**config.mk**
```make
export PLATFORM = sky130hd
export DESIGN_NAME = lsu_decode
export DESIGN_NICKNAME = d
export VERILOG_FILES = /design/src/design/lsu_pkg.sv /design/src/design/lsu_decode.sv
export VERILOG_INCLUDE_DIRS = /design/src /design/src/design
export SDC_FILE = /design/constraint.sdc
export NUM_CORES = 1
export LEC_CHECK = 0
export ABC_AREA = 0
export BUFFER_PORTS_ARGS = -buffer_cell sky130_fd_sc_hd__buf_2
export CORE_UTILIZATION = 45
export CTS_CLUSTER_SIZE = 20
export DETAILED_ROUTE_END_ITERATION = 7
export PLACE_DENSITY = 0.79
export SLEW_MARGIN = 20
export SYNTH_ARGS = -nofsm -noshare
export SYNTH_HDL_FRONTEND = slang
export SYNTH_SLANG_ARGS = --single-unit
```
**constraint.sdc**
```tcl
create_clock -name clk -period 0.8 [get_ports clk]
set_input_delay 0.04 -clock clk [delete_from_list [all_inputs] [get_ports clk]]
set_output_delay 0.04 -clock clk [all_outputs]
set_load 0.005 [all_outputs]
```
**src/design/lsu_cfg.svh**
```systemverilog
`ifndef LSU_CFG_SVH
`define LSU_CFG_SVH

// core-local timer window, inclusive
`define LSU_CLINT_BASE 32'h0200_0000
`define LSU_CLINT_END 32'h0200_FFFF

// mtime word offsets inside the timer window
`define LSU_MTIME_LO_OFF 32'h0000_BFF8
`define LSU_MTIME_HI_OFF 32'h0000_BFFC

// data SRAM placement and depth
`define LSU_SRAM_BASE 32'h8000_0000
`define LSU_SRAM_WORDS 1024

// read address accepted to read data valid
`define LSU_SRAM_LAT 2

`endif

```
**src/design/lsu_pkg.sv**
```systemverilog
package lsu_pkg;

    typedef enum logic [1:0] {
        NONE = 2'd0,
        BYTE = 2'd1,
        HALF = 2'd2,
        WORD = 2'd3
    } mem_width_e;

    typedef enum logic [1:0] {
        OKAY   = 2'd0,
        SLVERR = 2'd2
    } resp_e;

    typedef struct packed {
        logic        wen;
        logic        ren;
        logic        sign;
        mem_width_e  width;
        logic [31:0] addr;
        logic [31:0] wdata;
    } lsu_req_t;

    typedef struct packed {
        logic        is_load;
        logic        is_store;
        logic        to_clint;
        logic        reject;     // store aimed at the timer
        logic [31:0] addr;
        logic [2:0]  size;
        logic [3:0]  wstrb;
        logic [31:0] wmem;       // store data already on its lanes
        logic [1:0]  lane;
        logic        sign;
        mem_width_e  width;
    } lsu_acc_t;

    typedef struct packed {
        logic        rvalid;
        resp_e       rresp;
        logic [31:0] rdata;
    } rd_rsp_t;

    typedef struct packed {
        logic        awvalid;
        logic        wvalid;
        logic [31:0] awaddr;
        logic [31:0] wdata;
        logic [3:0]  wstrb;
    } wr_req_t;

endpackage

```
**src/design/lsu_decode.sv**
```systemverilog
`timescale 1ns/1ps
`include "lsu_cfg.svh"

module lsu_decode (
    input  logic              clk,
    input  logic              rst_n,
    input  logic              req_valid,
    input  lsu_pkg::lsu_req_t req,
    output logic              acc_valid,
    output lsu_pkg::lsu_acc_t acc
);

    lsu_pkg::lsu_acc_t acc_d;
    logic [1:0]        lane;
    logic              to_clint;

    assign lane     = req.addr[1:0];
    assign to_clint = (req.addr >= `LSU_CLINT_BASE) && (req.addr <= `LSU_CLINT_END);

    always_comb begin
        acc_d          = '0;
        acc_d.is_load  = req.ren;
        acc_d.is_store = req.wen;
        acc_d.to_clint = to_clint;
        acc_d.reject   = req.wen && to_clint;   // timer is read only here
        acc_d.addr     = req.addr;
        acc_d.lane     = lane;
        acc_d.sign     = req.sign;
        acc_d.width    = req.width;
        acc_d.wmem     = req.wdata << {lane, 3'b000};
        case (req.width)
            lsu_pkg::BYTE: begin
                acc_d.wstrb = 4'b0001 << lane;
                acc_d.size  = 3'd0;
            end
            lsu_pkg::HALF: begin
                acc_d.wstrb = lane[1] ? 4'b1100 : 4'b0011;
                acc_d.size  = 3'd1;
            end
            lsu_pkg::WORD: begin
                acc_d.wstrb = 4'b1111;
                acc_d.size  = 3'd2;
            end
            default: begin
                acc_d.wstrb = 4'b0000;   // no bytes touched
                acc_d.size  = 3'd0;
            end
        endcase
    end

    always_ff @(posedge clk or negedge rst_n) begin
        if (!rst_n) begin
            acc_valid <= 1'b0;
        end else begin
            acc_valid <= req_valid;
        end
    end

    // held until the next accepted request
    always_ff @(posedge clk) begin
        if (req_valid) begin
            acc <= acc_d;
        end
    end

endmodule

```
* After elaboration in Yosys (flattened, before gate mapping) *
Index checks and enable logic that the tools add are counted.

cells by class
  muxes and demuxes = 2
  reductions and logical operators = 2
  shift-type cells = 2
  order comparisons = 2
  equal/unequal tests = 3

operators by type and width
  cell                                                                                    number
  32-bit by 26-bit greater-or-equal comparator with 1-bit output (second input constant)  1
  32-bit by 26-bit <= comparator with 1-bit output (second input constant)                1
  32-bit by 5-bit left shift with 32-bit output                                           1
  6-bit one-hot mux with 3 select lines                                                   1
  2-bit equality test (second input constant)                                             2
  4-bit 2-to-1 mux                                                                        1
  1-bit by 2-bit left shift with 4-bit output (first input constant)                      1
  2-bit by 1-bit equality test with 1-bit output (second input constant)                  1
  1-bit logical AND                                                                       2

word-level totals
  logic and storage cells = 23
  output and inout bits = 81
  bits of input ports = 72
  bits in registers = 81

* Logic depth before layout (Yosys ltp) *
Gate-level depths: netlist of the first run.

  depth in word-level cells = 3
  mapped depth = 5
  gate-level depth less buffers = 3

* Worst setup path before layout of the first run *
No wires, ideal clock.

  path kind = input to register
  start = input req[32] in the netlist's numbering
  end = register acc[30] in the netlist's numbering (data pin)
  arrival = 0.642 ns
  path slack = -0.113 ns
  buffers on the path = 3
  data required time = 0.529 ns
  setup time = 0.271 ns
  stages on the path = 5
  cell sequence = buf_6 -> buf_12 -> buf_12 -> a211oi_2 -> a21oi_1

RTL lines
  item                  line              source
  from (decl)           lsu_decode.sv:8   input lsu_pkg::lsu_req_t req,
  to (signal assigned)  lsu_decode.sv:62  acc <= acc_d;
  to (decl)             lsu_decode.sv:10  output lsu_pkg::lsu_acc_t acc

* Worst setup path after layout of the first run *
  start = register acc[1] in the netlist's numbering
  end = output acc[1] in the netlist's numbering

No word-level cell between the ends.

==> results of run 1 <==
area by class of cell:
cell class,count,area share (%)
clock buffers,10,2.77
well taps,77,2.09
repair buffers,204,28.7
clock inverters,6,1.90
inverters,3,0.245
multi-input cells,89,13.4
flip-flops and latches,78,50.8
routing by layer:
layer,global-route usage (%),wire (um)
met1,25.3,2910
met2,37.4,4010
met3,6.88,703
met4,6.93,144
met5,0,0
layout by cell type (no fill, tap or decap), types with 6 or more instances in the layout:
cell type / n
dlygate4sd3_1: 36
clkbuf_8: 9
a21oi_1: 9
nor2_1: 8
buf_2: 150
mux2i_1: 16
buf_12: 6
edfxtp_1: 77
nor2b_1: 9
buf_4: 12
and2_1: 9
nand2_1: 9
a211oi_2: 8
o21ai_1: 11
metrics by stage:
| stage | setup TNS (ps) | hold WS (ps) |
|---|---|---|
| final | -6540 | 22.5 |
| after global routing | -10240 | 3.49 |
| after CTS | -6940 | 5.94 |
| after detailed placement | -5260 | -184 |
| after global placement | -4360 | -179 |
| after floorplan | -986 | -256 |
logic make-up (layout without fill, tap and decap cells):
family | after synthesis | count (layout)
buf+inv | 14 | 223
other cells | 1 | 1
flops | 78 | 78
mux | 16 | 16
simple gates | 42 | 42
compound gates | 30 | 30
registers in the layout, indices dropped and copies added, names as in the netlist:
signal,cells
acc_valid,1
acc,77
cell usage after synthesis, types with 2 or more instances:
library cell   n  area [um^2]
nor4_1         3         18.8
o21ai_1       11         55.1
clkbuf_1       2         7.51
a21oi_1        9         45.0
and2_1         9         56.3
buf_12         2         40.0
inv_1          2         7.51
mux2i_1       16          160
buf_6          2         22.5
buf_4          4         30.0
nor2_1         8         30.0
nand2_1        9         33.8
nor2b_1        9         56.3
edfxtp_1      77         2310
a211oi_2       8          100
repair_timing:
action                                  in CTS  in global routing
hold endpoints to repair                    34                  3
gates resized for setup                      0                  1
hold buffers                                33                  3
endpoints found under the setup margin      80                 81
worst max path at each step:
stage | slack, ps | depth (start not counted) | endpoint | from
final | -180 | 1 | acc[1] | acc[1]
after global routing | -230 | 1 | acc[1] | acc[1]
after CTS | -140 | 1 | acc[3] | acc[44]
after detailed placement | -230 | 4 | acc[76] | req[63]
after global placement | -160 | 4 | acc[32] | req[32]
after floorplan | -110 | 5 | acc[30] | req[32]
power groups by stage:
stage	Sequential (uW)	Clock (uW)	Combinational (uW)
2_1_floorplan	5100	0	310
3_3_place_gp	5040	0	1060
3_5_place_dp	5050	0	1090
4_1_cts	4960	3180	1220
5_1_grt	5000	3440	1350
6_report	4970	3170	1240
==> metrics.txt, run 1 <==
antenna-violating nets left 0; Residual DRC 15; CP endpoint kind output pin; max-slew violations 0; switching fraction of total power 22.2%; failing checks design-rule violations, negative setup slack; core area 0.00646 mm^2; first-pass GRT wire length 11.5 mm; CTS H-tree lvls 3; simple logic cell fraction of the synthesized area 7.59%; WHS Path Cells 2; post-synth cell types 25; CP max stage delay 440 ps; Final Net Count 457; adder-cell share of the synthesized area 0%; ant diodes 0; Area Overhead vs Synth 50.0%; hpwl dp 5.14 mm; worst min-delay path class primary input to flip-flop; Area after DPL 0.00402 mm^2; CTS sink count 78; clock buffer count from CTS 9; PortBufs 151; vias per std cell 4.99; Detailed Route WL 7.77 mm; Critical Path Source Type flip-flop; Req. time, crit path 760 ps; max cap viols 0; Pwr Total 9380 uW; Combinational Power Share 13.2%; GRT overflow 0; Die Area 0.00715 mm^2; dpl cells 415; via count 2,330; share of cells above drive strength 1 50.3%; synthesized area per cell 16.9 um^2; Synthesis Warnings 0; I/O Pins 153; Clock Path Buffers 2; CTS tree yes; CP arrival 940 ps; outcome complete, but fails checks; Final Hold Fails 0; sequential share of the synthesized area 76.2%; critical path's slowest cell edfxtp_1; Cell Area, Synth 0.00307 mm^2; GPL Wtd Cong 0.817; Post-synth EDFFs 77; final non-filler cell area 0.00460 mm^2; Hold Crit Start req[53]; clk slew on worst S/H paths 90 ps; crit-path leading delay family flip-flops; CTS root buf clkbuf_8; Peak VDD IR 0.837 mV; Initial Utilization 47.5%; Switch Pwr 2090 uW; DRT iter0 DRCs 119; fin cells 467; register cell area after layout 0.00234 mm^2; Pre-Repair DR Iteration Count 7; Static Leak 0.00198 uW; # setup viols final 80; top_reg_cell synth edfxtp_1; cell count after synthesis 181; # fillers 432; main combinational cell family by area after synthesis simple AND/OR/NAND/NOR gates; Seq cells post-synth 78; crit-path cells buf_2; Final WS setup -175 ps; Clk network pwr share 33.8%; Max Fclk 1.03 GHz; largest net degree at the start of global routing 28; compound-gate portion of the synthesized area 7.02%; sequential share of power 53.0%; die width 84.5 um; pre-CTS setup slack -233 ps; P_int 7300 uW; Die H 84.5 um; Synth Area in XOR/XNOR 0%; number of global-route vias before repair 2,284; Pwr Density 2040 mW/mm^2; total track usage 21.5%; syn_nets 253; crit path max fanout 1; Setup Buffers After CTS 0; Synth async-reset ratio 1.28%; Multi-input gate area 618 um^2; post-layout util 71.2%; Worst Path Buf+Inv 1; CP Class flip-flop to output pin; RSZ-0062 raised after global routing true; Hold Path End acc[65]; row count 29; post-synthesis mux area share 5.22%; post-layout min period 975 ps; wire length per cell 16.6 um; initial antenna violation count 0; part of the cycle the worst path needs 122%
(Power assumes the default switching activity.)
==> run 2: changes to the inputs <==
--- a/config.mk
+++ b/config.mk
@@ -12,6 +12,7 @@
 export CTS_CLUSTER_SIZE = 20
 export DETAILED_ROUTE_END_ITERATION = 7
 export PLACE_DENSITY = 0.79
+export SKIP_CTS_REPAIR_TIMING = 1
 export SLEW_MARGIN = 20
 export SYNTH_ARGS = -nofsm -noshare
 export SYNTH_HDL_FRONTEND = slang
==> metrics.txt, run 2 (synthesis gave the netlist of run 1 again) <==
CTS H-tree lvls 3 (unchanged); post-layout min period 922 ps (-53.1 ps); antenna-violating nets left 0 (unchanged); clk slew on worst S/H paths 90 ps (about the same); critical path's slowest cell edfxtp_1; Static Leak 0.00197 uW (-0.63%); CTS tree yes; Final Net Count 454 (-0.66%); crit-path cells buf_2; dpl cells 415 (unchanged); Clock Path Buffers 2 (unchanged); Largest regs acc (77), acc_valid (1); # fillers 436 (+0.93%); # setup viols final 80 (unchanged); max-slew violations 0 (unchanged); crit-path leading delay family flip-flops; share of cells above drive strength 1 50.6% (+0.39 points); Die Area 0.00715 mm^2 (unchanged); I/O Pins 153 (unchanged); CTS sink count 78 (unchanged); fin cells 464 (-0.64%); GPL Wtd Cong 0.817 (unchanged); Initial Utilization 47.5% (unchanged); ant diodes 0 (unchanged); part of the cycle the worst path needs 115% (-6.6 points); first-pass GRT wire length 10.3 mm (-11%); Residual DRC 15 (unchanged); failing checks design-rule violations, negative setup slack; post-layout util 70.7% (-0.46 points); GRT overflow 0 (unchanged); core area 0.00646 mm^2 (unchanged); crit path max fanout 1 (unchanged); Critical Path Source Type flip-flop; Die H 84.5 um (unchanged); Worst Setup SP acc[75]; max FFs per register 77 (unchanged); Detailed Route WL 7.46 mm (-3.9%); DRT iter0 DRCs 145 (+22%); Pre-Repair DR Iteration Count 8 (+1); Reg with most FFs acc; total track usage 19.0% (-2.4 points); RSZ-0062 raised after global routing true; outcome complete, but fails checks; hpwl dp 5.14 mm (unchanged); Final WS setup -122 ps (+53.1 ps); CP arrival 880 ps (-60 ps); CP endpoint kind output pin; number of global-route vias before repair 2,059 (-9.9%); largest net degree at the start of global routing 28 (unchanged); vias per std cell 4.94 (-0.95%); Peak VDD IR 0.821 mV (-1.9%); Final Hold Fails 0 (unchanged); worst min-delay path class primary input to asynchronous set/reset pin; CP Class flip-flop to output pin; Worst Path Buf+Inv 1 (unchanged); most frequent cells in the layout buf_2, edfxtp_1, dlygate4sd3_1; via count 2,293 (-1.6%); clock buffer count from CTS 9 (unchanged); Pwr Density 2050 mW/mm^2 (+0.33%); CP max stage delay 400 ps (-40 ps); initial antenna violation count 0 (unchanged); Req. time, crit path 760 ps (about the same); die width 84.5 um (unchanged); Max Fclk 1.08 GHz (+5.8%); CTS root buf clkbuf_8; sum of negative setup slack -6330 ps (+217 ps); Area Overhead vs Synth 49.1%; row count 29 (unchanged); max cap viols 0 (unchanged); PortBufs 151 (unchanged); wire length per cell 16.1 um (-3.3%); commonest non-fill, non-tap cell in the layout buf_2
-- run 2: cell types whose count changed in the layout (fill, tap and decap cells not counted), sizes merged --
cell,previous run,this run
dlygate4sd3,36,33
-- run 2: where the power goes --
group	internal (uW)	leakage, uW	switching, uW
logic	656	0.00110	566
clock network	1760	0.000110	1400
registers	4870	0.000761	98.4
-- run 2: per-layer routing --
layer	global-route usage (%)	part of all wire [%]
met2	33.0	52
met3	5.80	8.6
met1	23.3	39
met5	0	0
met4	5.08	0.87
-- run 2: how the worst max path moves through the flow --
stage / end / slack (ps) / cells after the start
detailed placement: acc[76] / -230 / 4
global route: acc[41] / -170 / 1
CTS: acc[3] / -140 / 1
floorplan: acc[30] / -110 / 5
global placement: acc[32] / -160 / 4
finish: acc[75] / -120 / 1
-- run 2: final cells by class --
type / instances / area (um^2) / share of cell area, %
Inverter: 3 / 11.3 / 0.246
Multi-Input combinational cell: 89 / 618 / 13.5
Clock buffer: 10 / 128 / 2.79
Timing Repair Buffer: 201 / 1290 / 28.3
Tap cell: 77 / 96.3 / 2.11
Clock inverter: 6 / 87.6 / 1.92
Sequential cell: 78 / 2340 / 51.2
-- run 2: stage by stage --
stage	power, uW	setup WS (ps)	hold WS, ps	cell area [um^2]
2_1_floorplan	5410	-106	-256	3070
3_3_place_gp	6100	-158	-179	4020
3_5_place_dp	6140	-233	-184	4020
4_1_cts	9240	-141	-546	4230
5_1_grt	9730	-167	-6.44	4570
6_report	9350	-122	8.02	4570
==> run 3: changes to the inputs <==
==> constraint.sdc (replaced) <==
create_clock -name clk -period 0.9 [get_ports clk]
set_input_delay 0.045 -clock clk [delete_from_list [all_inputs] [get_ports clk]]
set_output_delay 0.045 -clock clk [all_outputs]
set_load 0.005 [all_outputs]
==> metrics.txt, run 3 (synthesis gave the netlist of run 1 again) <==
outcome complete, but fails checks; failing checks design-rule violations, negative setup slack; Area Overhead vs Synth 47.7%; Worst Path Buf+Inv 1 (unchanged); CP Class flip-flop to output pin; share of cells above drive strength 1 49.0% (-1.7 points); max cap viols 0 (unchanged); post-layout min period 923 ps; Pre-Repair DR Iteration Count 8 (unchanged); initial antenna violation count 0 (unchanged); I/O Pins 153 (unchanged); Die Area 0.00715 mm^2 (unchanged); core area 0.00646 mm^2 (unchanged); row count 29 (unchanged); CTS sink count 78 (unchanged); clock buffer count from CTS 9 (unchanged); Initial Utilization 47.5% (unchanged); dpl cells 408 (-1.7%); critical path's slowest cell edfxtp_1; Final Net Count 451 (-0.66%); Final Hold Fails 0 (unchanged); CP endpoint kind output pin; RSZ-0062 raised after global routing true; via count 2,209 (-3.7%); worst min-delay path class primary input to flip-flop; most frequent cells in the layout buf_2, edfxtp_1, dlygate4sd3_1; total track usage 17.9% (-1.1 points); Static Leak 0.00193 uW (-1.9%); part of the cycle the worst path needs 103%; Detailed Route WL 7.30 mm (-2.2%); # setup viols final 20 (-75%); wire length per cell 15.8 um (-1.5%); Clock Path Buffers 2 (unchanged); largest net degree at the start of global routing 30 (+7.1%); CP arrival 880 ps (about the same); Largest regs acc (77), acc_valid (1); GRT overflow 0 (unchanged); CP max stage delay 400 ps (about the same); crit path max fanout 1 (unchanged); Pwr Density 1730 mW/mm^2 (-15%); vias per std cell 4.79 (-3.0%); Max Fclk 1.08 GHz; Req. time, crit path 850 ps (+90 ps); die width 84.5 um (unchanged); Peak VDD IR 0.945 mV (+15%); Pwr Total 7860 uW (-16%); crit-path leading delay family flip-flops; Residual DRC 15 (unchanged); first-pass GRT wire length 9.56 mm (-6.8%); CTS tree yes; max FFs per register 77 (unchanged); number of global-route vias before repair 1,986 (-3.5%); max-slew violations 0 (unchanged); GPL Wtd Cong 0.759 (-7.1%); ant diodes 0 (unchanged); Final WS setup -23.0 ps (+99.2 ps); Reg with most FFs acc; PortBufs 151 (unchanged); fin cells 461 (-0.65%); CTS root buf clkbuf_8; Critical Path Source Type flip-flop; hpwl dp 4.81 mm (-6.5%); DRT iter0 DRCs 114 (-21%); Die H 84.5 um (unchanged); commonest non-fill, non-tap cell in the layout buf_2; clk slew on worst S/H paths 80 ps (about the same); CTS H-tree lvls 3 (unchanged); crit-path cells buf_2; antenna-violating nets left 0 (unchanged)
run 3: cell types whose count changed in the layout (fill, tap and decap cells not counted), sizes merged:
cell,change
clkbuf,-1
buf,-7
clkinv,-2
inv,+3
clkinvlp,+2
dlygate4sd3,+4
bufinv,-2
run 3: path summary, 6_finish.rpt:
path	slack (ps)	startpoint	cells past startpoint	to
max	-20	acc[32]	1	acc[32]
min	10	req[5]	2	acc[10]
max in group asynchronous	270	rst_n	3	acc_valid
min in group asynchronous	530	rst_n	3	acc_valid
run 3: final cells by class:
cell class / instances / area (um^2)
Multi-Input combinational cell: 89 / 612
Inverter: 3 / 11.3
Timing Repair Buffer: 198 / 1290
Clock inverter: 7 / 56.3
Clock buffer: 9 / 124
Fill cell: 462 / 1930
Sequential cell: 78 / 2340
Tap cell: 77 / 96.3
run 3: metrics by stage:
step | worst slack [ps] | hold slack, ps | area, um^2 | utilization (%) | setup TNS [ps]
6_report | -23.0 | 10.9 | 4530 | 70.1 | -175
5_1_grt | -55.5 | 7.20 | 4530 | 70.1 | -2330
4_1_cts | -37.2 | -558 | 4160 | 64.4 | -871
3_5_place_dp | -146 | -178 | 3980 | 61.6 | -1400
3_3_place_gp | -137 | -180 | 3980 | 61.6 | -816
2_1_floorplan | -17.6 | -251 | 3070 | - | -80.5
run 3: power by group:
group | internal [uW] | switching, uW | total (uW)
registers | 4330 | 79.7 | 4410
clock network | 1030 | 1330 | 2370
logic | 581 | 501 | 1080
run 3: metal layers:
layer / wire [um] / vias to the layer above / track usage, %
met4: 63 / 0 / 9.40
li1: - / 1077 / -
met5: 0 / - / 0
met1: 2770 / 1023 / 20.7
met3: 586 / 5 / 5.51
met2: 3880 / 104 / 30.2
